==> src/pbch_consts.svh <==
`ifndef PBCH_CONSTS_SVH
`define PBCH_CONSTS_SVH

// length of both Gold sequence LFSRs
`define PBCH_LFSR_LEN 31

// bits dropped from the Gold sequence before the first DMRS bit
`define PBCH_SKIP_BITS 1600

// QPSK symbols per PBCH DMRS candidate
`define PBCH_DMRS_LEN 144

// one candidate per SSB index ibar
`define PBCH_NUM_IBAR 8

// subcarriers in one PBCH symbol
`define PBCH_FFT_LEN 256

// a pilot sits on every fourth subcarrier
`define PBCH_PILOT_SPACING 4

// complex sample with 16 bit I in the low half and 16 bit Q in the high half
`define PBCH_SAMPLE_DW 32

`endif

==> src/pbch_pkg.sv <==
`include "pbch_consts.svh"

package pbch_pkg;

    // im sits in the upper half of the word, re in the lower half
    typedef struct packed {
        logic signed [`PBCH_SAMPLE_DW/2-1:0] im;
        logic signed [`PBCH_SAMPLE_DW/2-1:0] re;
    } sample_t;

    // bit 1 holds c(2k), bit 0 holds c(2k+1)
    typedef logic [1:0] dmrs_sym_t;

    // symbol k of all candidates, candidate i at index i
    typedef dmrs_sym_t [`PBCH_NUM_IBAR-1:0] dmrs_row_t;

    typedef logic [$clog2(`PBCH_DMRS_LEN)-1:0] dmrs_addr_t;

    // cell identities run from 0 to 1007
    typedef logic [9:0] n_id_t;

    typedef logic [$clog2(`PBCH_NUM_IBAR)-1:0] ibar_t;

    // one symbol has 64 pilots with two bits each, so the sum stays within +-128
    typedef logic signed [8:0] corr_t;

    typedef corr_t [`PBCH_NUM_IBAR-1:0] corr_vec_t;

endpackage

==> src/dmrs_table_if.sv <==
`timescale 1ns/1ps

interface dmrs_table_if;
    import pbch_pkg::*;

    // write side, one full row per write
    logic       wr_en;
    dmrs_addr_t wr_addr;
    dmrs_row_t  wr_row;

    // read side, data follows the address by one cycle
    dmrs_addr_t rd_addr;
    dmrs_row_t  rd_row;

    modport gen (
        output wr_en,
        output wr_addr,
        output wr_row
    );

    modport corr (
        output rd_addr,
        input  rd_row
    );

    modport mem (
        input  wr_en,
        input  wr_addr,
        input  wr_row,
        input  rd_addr,
        output rd_row
    );

endinterface

==> src/dmrs_correlator.sv <==
`timescale 1ns/1ps
`include "pbch_consts.svh"

module dmrs_correlator (
    input  logic                clk_i,
    input  logic                reset_ni,
    input  logic                s_valid_i,
    input  pbch_pkg::sample_t   s_data_i,
    input  logic                pbch_start_i,
    input  logic                dmrs_ready_i,
    input  logic [1:0]          start_idx_i,
    output pbch_pkg::corr_vec_t corr_o,
    output pbch_pkg::corr_vec_t corr_rot_o,
    output logic                corr_done_o,
    dmrs_table_if.corr          tbl
);
    import pbch_pkg::*;

    localparam int SC_W = $clog2(`PBCH_FFT_LEN);

    logic            busy_q;
    logic            last_q;
    logic            acc_en_q;
    logic [SC_W-1:0] sc_cnt_q;
    logic [SC_W-1:0] sc_rel;
    logic [1:0]      start_q;
    dmrs_addr_t      pilot_idx_q;
    dmrs_sym_t       rx_q;
    dmrs_sym_t       rx_rot_q;
    logic            accept;
    logic            take;
    logic            is_pilot;

    // each bit adds +1 on a match and -1 on a mismatch
    function automatic corr_t pair_score(dmrs_sym_t ref_sym, dmrs_sym_t rx_sym);
        corr_t score;
        score = (ref_sym[1] == rx_sym[1]) ? corr_t'(1) : corr_t'(-1);
        score = score + ((ref_sym[0] == rx_sym[0]) ? corr_t'(1) : corr_t'(-1));
        return score;
    endfunction

    // the accumulators must stay stable until the selector has sampled them
    assign accept = pbch_start_i && dmrs_ready_i && !busy_q && !last_q;
    assign take   = s_valid_i && busy_q;

    assign sc_rel   = sc_cnt_q - SC_W'(start_q);
    assign is_pilot = (sc_rel % `PBCH_PILOT_SPACING) == 0;

    assign tbl.rd_addr = pilot_idx_q;

    always_ff @(posedge clk_i) begin
        if (!reset_ni) begin
            busy_q      <= 1'b0;
            last_q      <= 1'b0;
            acc_en_q    <= 1'b0;
            corr_done_o <= 1'b0;
            sc_cnt_q    <= '0;
            start_q     <= '0;
            pilot_idx_q <= '0;
        end else begin
            acc_en_q    <= take && is_pilot;
            last_q      <= take && (sc_cnt_q == SC_W'(`PBCH_FFT_LEN - 1));
            corr_done_o <= last_q;
            if (accept) begin
                busy_q      <= 1'b1;
                sc_cnt_q    <= '0;
                pilot_idx_q <= '0;
                start_q     <= start_idx_i;
            end else if (take) begin
                sc_cnt_q <= sc_cnt_q + 1'b1;
                if (is_pilot) begin
                    pilot_idx_q <= pilot_idx_q + 1'b1;
                end
                if (sc_cnt_q == SC_W'(`PBCH_FFT_LEN - 1)) begin
                    busy_q <= 1'b0;
                end
            end
        end
    end

    // hard demodulation, the rotated pair undoes a 90 degree phase step
    always_ff @(posedge clk_i) begin
        rx_q     <= {s_data_i.re[$bits(s_data_i.re)-1], s_data_i.im[$bits(s_data_i.im)-1]};
        rx_rot_q <= {~s_data_i.im[$bits(s_data_i.im)-1], s_data_i.re[$bits(s_data_i.re)-1]};
    end

    // rd_row and the demodulated pair line up one cycle after the sample
    always_ff @(posedge clk_i) begin
        for (int i = 0; i < `PBCH_NUM_IBAR; i++) begin
            if (accept) begin
                corr_o[i]     <= '0;
                corr_rot_o[i] <= '0;
            end else if (acc_en_q) begin
                corr_o[i]     <= corr_o[i] + pair_score(tbl.rd_row[i], rx_q);
                corr_rot_o[i] <= corr_rot_o[i] + pair_score(tbl.rd_row[i], rx_rot_q);
            end
        end
    end

endmodule

==> src/dmrs_generator.sv <==
`timescale 1ns/1ps
`include "pbch_consts.svh"

module dmrs_generator (
    input  logic            clk_i,
    input  logic            reset_ni,
    input  pbch_pkg::n_id_t n_id_i,
    input  logic            n_id_valid_i,
    output logic            dmrs_ready_o,
    output logic [1:0]      start_idx_o,
    dmrs_table_if.gen       tbl
);
    import pbch_pkg::*;

    localparam int LW = `PBCH_LFSR_LEN;
    localparam int CNT_W = $clog2(`PBCH_SKIP_BITS);

    // x1 uses x(n+3) ^ x(n), x2 uses x(n+3) ^ x(n+2) ^ x(n+1) ^ x(n)
    localparam logic [LW-1:0] X1_TAPS = 'h9;
    localparam logic [LW-1:0] X2_TAPS = 'hf;

    typedef enum logic [1:0] {
        GEN_IDLE,
        GEN_LOAD,
        GEN_SKIP,
        GEN_EMIT
    } gen_state_t;

    gen_state_t                      state_q;
    logic [CNT_W-1:0]                cnt_q;
    n_id_t                           n_id_q;
    logic                            lfsr_load;
    logic                            lfsr_step;
    logic                            x1_bit;
    logic [`PBCH_NUM_IBAR-1:0]       c_bits;
    logic [`PBCH_NUM_IBAR-1:0]       hold_q;

    assign lfsr_load = (state_q == GEN_LOAD);
    assign lfsr_step = (state_q == GEN_SKIP) || (state_q == GEN_EMIT);

    pn_lfsr #(.TAPS(X1_TAPS)) x1_lfsr_i (
        .clk_i    (clk_i),
        .reset_ni (reset_ni),
        .load_i   (lfsr_load),
        .step_i   (lfsr_step),
        .seed_i   (LW'(1)),
        .bit_o    (x1_bit)
    );

    for (genvar i = 0; i < `PBCH_NUM_IBAR; i++) begin : g_cand
        logic [LW-1:0] c_init;
        logic          x2_bit;

        // c_init = 2^11 (i+1)(N_id/4+1) + 2^6 (i+1) + N_id mod 4
        assign c_init = ((LW'(i + 1) * (LW'(n_id_q[9:2]) + LW'(1))) << 11)
                      + (LW'(i + 1) << 6)
                      + LW'(n_id_q[1:0]);

        pn_lfsr #(.TAPS(X2_TAPS)) x2_lfsr_i (
            .clk_i    (clk_i),
            .reset_ni (reset_ni),
            .load_i   (lfsr_load),
            .step_i   (lfsr_step),
            .seed_i   (c_init),
            .bit_o    (x2_bit)
        );

        assign c_bits[i] = x1_bit ^ x2_bit;
    end

    // a new cell identity restarts the sequence from any state
    always_ff @(posedge clk_i) begin
        if (!reset_ni) begin
            state_q      <= GEN_IDLE;
            cnt_q        <= '0;
            n_id_q       <= '0;
            dmrs_ready_o <= 1'b0;
        end else if (n_id_valid_i) begin
            state_q      <= GEN_LOAD;
            n_id_q       <= n_id_i;
            dmrs_ready_o <= 1'b0;
        end else begin
            case (state_q)
                GEN_LOAD: begin
                    cnt_q   <= '0;
                    state_q <= GEN_SKIP;
                end
                GEN_SKIP: begin
                    if (cnt_q == CNT_W'(`PBCH_SKIP_BITS - 1)) begin
                        cnt_q   <= '0;
                        state_q <= GEN_EMIT;
                    end else begin
                        cnt_q <= cnt_q + 1'b1;
                    end
                end
                GEN_EMIT: begin
                    if (cnt_q == CNT_W'(2 * `PBCH_DMRS_LEN - 1)) begin
                        state_q      <= GEN_IDLE;
                        dmrs_ready_o <= 1'b1;
                    end else begin
                        cnt_q <= cnt_q + 1'b1;
                    end
                end
                default: ;
            endcase
        end
    end

    // even output bits wait here for their odd partner
    always_ff @(posedge clk_i) begin
        if (state_q == GEN_EMIT && !cnt_q[0]) begin
            hold_q <= c_bits;
        end
    end

    assign tbl.wr_en   = (state_q == GEN_EMIT) && cnt_q[0];
    assign tbl.wr_addr = dmrs_addr_t'(cnt_q >> 1);

    always_comb begin
        for (int i = 0; i < `PBCH_NUM_IBAR; i++) begin
            tbl.wr_row[i] = {hold_q[i], c_bits[i]};
        end
    end

    assign start_idx_o = n_id_q[1:0];

endmodule

==> src/dmrs_table.sv <==
`timescale 1ns/1ps
`include "pbch_consts.svh"

module dmrs_table (
    input  logic      clk_i,
    dmrs_table_if.mem tbl
);
    import pbch_pkg::*;

    // row k holds symbol k of all eight candidates
    dmrs_row_t mem_q [`PBCH_DMRS_LEN];

    always_ff @(posedge clk_i) begin
        if (tbl.wr_en) begin
            mem_q[tbl.wr_addr] <= tbl.wr_row;
        end
    end

    // registered read, the row follows the address by one cycle
    always_ff @(posedge clk_i) begin
        tbl.rd_row <= mem_q[tbl.rd_addr];
    end

endmodule

==> src/ibar_selector.sv <==
`timescale 1ns/1ps
`include "pbch_consts.svh"

module ibar_selector (
    input  logic                clk_i,
    input  logic                reset_ni,
    input  pbch_pkg::corr_vec_t corr_i,
    input  pbch_pkg::corr_vec_t corr_rot_i,
    input  logic                corr_done_i,
    output pbch_pkg::ibar_t     ibar_o,
    output logic                ibar_valid_o
);
    import pbch_pkg::*;

    typedef logic [7:0] mag_t;

    mag_t  score [`PBCH_NUM_IBAR];
    mag_t  best_score;
    ibar_t best_idx;

    // |-128| is 128, which still fits eight unsigned bits
    function automatic mag_t corr_abs(corr_t value);
        corr_t negated;
        negated = -value;
        return value[$bits(corr_t)-1] ? mag_t'(negated) : mag_t'(value);
    endfunction

    always_comb begin
        for (int i = 0; i < `PBCH_NUM_IBAR; i++) begin
            score[i] = (corr_abs(corr_i[i]) > corr_abs(corr_rot_i[i])) ?
                       corr_abs(corr_i[i]) : corr_abs(corr_rot_i[i]);
        end
        best_score = score[0];
        best_idx   = '0;
        // strict compare keeps the lowest index on a tie
        for (int i = 1; i < `PBCH_NUM_IBAR; i++) begin
            if (score[i] > best_score) begin
                best_score = score[i];
                best_idx   = ibar_t'(i);
            end
        end
    end

    always_ff @(posedge clk_i) begin
        if (!reset_ni) begin
            ibar_o       <= '0;
            ibar_valid_o <= 1'b0;
        end else begin
            ibar_valid_o <= corr_done_i;
            if (corr_done_i) begin
                ibar_o <= best_idx;
            end
        end
    end

endmodule

==> src/pbch_dmrs_detect_top.sv <==
`timescale 1ns/1ps
`include "pbch_consts.svh"

module pbch_dmrs_detect_top (
    input  logic                       clk_i,
    input  logic                       reset_ni,
    input  pbch_pkg::n_id_t            n_id_i,
    input  logic                       n_id_valid_i,
    input  logic                       pbch_start_i,
    input  logic                       s_valid_i,
    input  logic [`PBCH_SAMPLE_DW-1:0] s_data_i,
    output logic                       dmrs_ready_o,
    output pbch_pkg::ibar_t            ibar_o,
    output logic                       ibar_valid_o
);
    import pbch_pkg::*;

    logic       [1:0] start_idx;
    corr_vec_t        corr;
    corr_vec_t        corr_rot;
    logic             corr_done;

    dmrs_table_if tbl_if ();

    dmrs_generator dmrs_generator_i (
        .clk_i        (clk_i),
        .reset_ni     (reset_ni),
        .n_id_i       (n_id_i),
        .n_id_valid_i (n_id_valid_i),
        .dmrs_ready_o (dmrs_ready_o),
        .start_idx_o  (start_idx),
        .tbl          (tbl_if.gen)
    );

    dmrs_table dmrs_table_i (
        .clk_i (clk_i),
        .tbl   (tbl_if.mem)
    );

    dmrs_correlator dmrs_correlator_i (
        .clk_i        (clk_i),
        .reset_ni     (reset_ni),
        .s_valid_i    (s_valid_i),
        .s_data_i     (sample_t'(s_data_i)),
        .pbch_start_i (pbch_start_i),
        .dmrs_ready_i (dmrs_ready_o),
        .start_idx_i  (start_idx),
        .corr_o       (corr),
        .corr_rot_o   (corr_rot),
        .corr_done_o  (corr_done),
        .tbl          (tbl_if.corr)
    );

    ibar_selector ibar_selector_i (
        .clk_i        (clk_i),
        .reset_ni     (reset_ni),
        .corr_i       (corr),
        .corr_rot_i   (corr_rot),
        .corr_done_i  (corr_done),
        .ibar_o       (ibar_o),
        .ibar_valid_o (ibar_valid_o)
    );

endmodule

==> src/pn_lfsr.sv <==
`timescale 1ns/1ps
`include "pbch_consts.svh"

module pn_lfsr #(
    // bit k set means x(n+k) takes part in the feedback
    parameter logic [`PBCH_LFSR_LEN-1:0] TAPS = 'h9
) (
    input  logic                      clk_i,
    input  logic                      reset_ni,
    input  logic                      load_i,
    input  logic                      step_i,
    input  logic [`PBCH_LFSR_LEN-1:0] seed_i,
    output logic                      bit_o
);

    // state_q[k] holds x(n+k), so bit 0 is the oldest bit
    logic [`PBCH_LFSR_LEN-1:0] state_q;
    logic                      feedback;

    assign feedback = ^(state_q & TAPS);

    always_ff @(posedge clk_i) begin
        if (!reset_ni) begin
            state_q <= '0;
        end else if (load_i) begin
            state_q <= seed_i;
        end else if (step_i) begin
            // the new bit x(n+31) enters at the top
            state_q <= {feedback, state_q[`PBCH_LFSR_LEN-1:1]};
        end
    end

    assign bit_o = state_q[0];

endmodule

==> config.mk <==
export PLATFORM = sky130hd
export DESIGN_NAME = pbch_dmrs_detect_top
export DESIGN_NICKNAME = d
export VERILOG_FILES = /design/src/pbch_pkg.sv /design/src/dmrs_table_if.sv /design/src/dmrs_correlator.sv /design/src/dmrs_generator.sv /design/src/dmrs_table.sv /design/src/ibar_selector.sv /design/src/pbch_dmrs_detect_top.sv /design/src/pn_lfsr.sv
export VERILOG_INCLUDE_DIRS = /design/src
export SDC_FILE = /design/constraint.sdc
export NUM_CORES = 2
export LEC_CHECK = 0
export ABC_AREA = 1
export ABC_CLOCK_PERIOD_IN_PS = 31400
export BUFFER_PORTS_ARGS = -buffer_cell sky130_fd_sc_hd__buf_2
export CAP_MARGIN = 20
export CORE_MARGIN = 5
export CORE_UTILIZATION = 45
export DETAILED_ROUTE_END_ITERATION = 8
export MAX_ROUTING_LAYER = met4
export PLACE_DENSITY_LB_ADDON = 0.2
export REMOVE_ABC_BUFFERS = 1
export SYNTH_ARGS = -nofsm -noshare
export SYNTH_HDL_FRONTEND = slang
export SYNTH_SLANG_ARGS = --single-unit
==> constraint.sdc <==
create_clock -name clk_i -period 31.4 [get_ports clk_i]
set_input_delay 0 -clock clk_i [delete_from_list [all_inputs] [get_ports clk_i]]
set_output_delay 0 -clock clk_i [all_outputs]
set_load 0.02 [all_outputs]
==> results.toml <==
[run_status]
status = "finished clean"

[cts]
cts_tree = "built"
cts_root_buf = "clkbuf_16"
cts_made_buffers = 313
cts_hold_buf = 43
clock_latency_ns = 0.94
ctsResizeCount = 0
clockBufferDepth = 4
cts_setup_buffers = 0
clkSinkCount = 2804
htreeDepth = 5
clk_pin_slew_worst_paths_ns = 0.06

[grt]
grt_overflow = 0
grt_pass1_wl_mm = 507
grt_pass1_vias = 81765
globalRouteTotalUtil_pct = 23.8
antenna_found_initial = 12
grt_max_degree = 199

[placement]
placedCellCount = 14194
gp_congestion = 0.865
dp_hpwl_mm = 195
dp_slack_ns = 18.59
post_dp_cell_area_mm2 = 0.127
portBuffers = 21

[floorplanning]
fp.dieW_um = 532
initial_core_util_pct = 45.3
die_h_um = 532
coreArea_mm2 = 0.271
num_rows = 191
io_pins = 52
dieArea_mm2 = 0.283

[synth]
yosysTopAreaCell = "edfxtp_1"
synth-main-ff-cell = "edfxtp_1"
seq_area_frac_synth_pct = 64.6
async_reset_ff_share_pct = 0
netlist_area_mm2 = 0.123
ys.warnings.count = 0
synthTopCellsByArea = "edfxtp_1, dfxtp_1, o21ai_0"
synth-edff-count = 2312
synthDominantCellAreaShare_pct = 56.6
syn_inst = 10997
syn_avg_cell_area_um2 = 11.2
synthDistinctLibCells = 50
ys_ff_latch = 2804

[final_layout]
seq_area_mm2 = 0.0793
area_growth_pct = 11.9
fin_cells = 14790
final_area_mm2 = 0.137
fill_cells = 23711
drive_above_1_share_pct = 7.37
multi_input_area_mm2 = 0.0386
fin_nets = 11479

[timing]
totalNegativeSetupSlack_ns = 0
clock.fmax_mhz = 79.7
setup_viol = 0
fin_crit_sh_pct = 39.9
slew_viol_final = 0
hold_viol_final = 0
period_minus_slack_ns = 12.54
maxSlewHeadroom_pct = 15.9
skew_ns = 0.0836
tightest_slew_ns = 1.26
setup_ws_ns = 18.86
rsz0062_at_grt = "no"

[routing]
vias_per_cell = 5.74
routed_wl_mm = 338
via_count = 84875
ant_nets = 0
drt_iter0_markers = 9009
dr.pass1.iters = 6
drc = 0
wire_per_inst_um = 22.8

[setup_path]
crit_path_end_kind = "register"
cpMaxStageDelayCell = "o21ai_1"
critPathLaunchType = "register"
path_class = "register to register"
slowest_delay_ns = 0.52
crit_top_cell = "nand2_1"
crit_required_ns = 32.15
crit_arrival_ns = 13.29
path_max_fanout = 18

[worst_hold_path]
hp-class = "primary input to register"

[pwr]
power.total_w = 0.00888
pwr_density_cell_mw_per_mm2 = 64.6
irDropWorstVdd_mv = 0.0835
leakagePower_nw = 48.7

[run]
max-cap-violations = 0
==> per-layer routing <==
layer  vias up  track usage, %  wire length [um]  part of all wire (%)
met2      2910            37.6            159000                    47
li1      39317               -                 -                     -
met5         -               -                 0                     0
met4         0            8.61             13200                   3.9
met1     42033            31.6            143000                    42
met3       615            3.20             23200                   6.9
==> worst paths after layout <==
path,end,start,slack (ns),cells after the start
worst min-delay path,register,reset_ni,0.13,4
worst max-delay path,ibar_selector_i.ibar_o[2],dmrs_correlator_i.corr_rot_o[2],18.86,72
worst min register to register,dmrs_correlator_i.corr_done_o,dmrs_correlator_i.last_q,0.43,2
worst max register to register,ibar_selector_i.ibar_o[2],dmrs_correlator_i.corr_rot_o[2],18.86,72
==> synthesized netlist by cell type, types with 9 or more instances <==
master,instances
edfxtp_1,2312
o21ai_0,1566
nor2_1,1549
nand2_1,1082
inv_1,664
clkbuf_1,630
a21oi_1,603
dfxtp_1,492
o22ai_1,352
ha_1,341
nand3_1,279
o221ai_1,226
xor2_1,211
fa_1,104
xnor2_1,76
o211ai_1,75
a22oi_1,61
a31oi_1,54
nand4_1,47
nor3_1,43
buf_1,28
o31ai_1,26
o21bai_1,22
or2_2,22
nand2_2,17
a221oi_1,13
o21ai_1,10
clkinv_1,9
inv_2,9
==> area by class of cell <==
type	count	share of cell area, %
Sequential cell	2804	57.7
Timing Repair Buffer	334	2.03
Antenna cell	8	0.0146
Clock inverter	141	0.867
Multi-Input combinational cell	6852	28.1
Clock buffer	399	6.12
Tap cell	3570	3.25
Inverter	682	1.89
==> flip-flops by register name, summed over array words and instances, names as in the netlist, 10 cells and up <==
register	count
dmrs_correlator_i.corr_o	72
dmrs_correlator_i.corr_rot_o	72
dmrs_generator_i.cnt_q	11
dmrs_generator_i.g_cand.x2_lfsr_i.state_q	248
dmrs_generator_i.n_id_q	10
dmrs_generator_i.x1_lfsr_i.state_q	31
dmrs_table_i.mem_q	2304
dmrs_table_i.tbl.rd_row	16
==> cells in the final DEF, fill, tap and decap left out, types with 66 or more instances in the layout <==
master | Yosys | routed
clkbuf_1 | 630 | 66
fa_1 | 104 | 104
edfxtp_1 | 2312 | 2312
buf_4 | 0 | 252
o211ai_1 | 75 | 75
nand3_1 | 279 | 279
nor2_1 | 1549 | 1529
inv_1 | 664 | 660
dfxtp_1 | 492 | 486
xor2_1 | 211 | 203
xnor2_1 | 76 | 76
clkbuf_16 | 0 | 318
o22ai_1 | 352 | 352
ha_1 | 341 | 341
a21oi_1 | 603 | 603
nand2_1 | 1082 | 1082
o221ai_1 | 226 | 226
o21ai_0 | 1566 | 1566
==> critical path, delay by kind of cell, from the launching register on <==
kind	cells	cell delay [ns]
buffers and inverters	7	0.73
flip-flops	1	0.38
adder cells (fa/ha/maj)	8	2.56
AO/OA/AOI/OAI	19	4.27
AND/OR/NAND/NOR	37	4.30
XOR/XNOR	1	0.17
==> report_power, final <==
group          switching (W)  internal, W
Sequential         0.0000157      0.00405
Clock                0.00144      0.00204
Combinational       0.000881     0.000456
Total                0.00234      0.00654
==> cells by family after synthesis <==
logic type	Yosys count	share of synthesized area [%]
buffers and inverters	1341	4.11
flip-flops	2804	64.6
AND/OR/NAND/NOR	3071	10.0
XOR/XNOR	287	2.05
AO/OA/AOI/OAI	3049	14.1
adder cells (fa/ha/maj)	445	5.17
==> through the flow <==
step	util, %	hold slack (ns)
6_report	50.7	0.129
5_1_grt	50.7	0.130
4_1_cts	50.6	0.0968
3_5_place_dp	46.9	0.109
3_3_place_gp	46.9	0.111
2_1_floorplan	-	0.0277
Power figures use the tool's default switching activity.
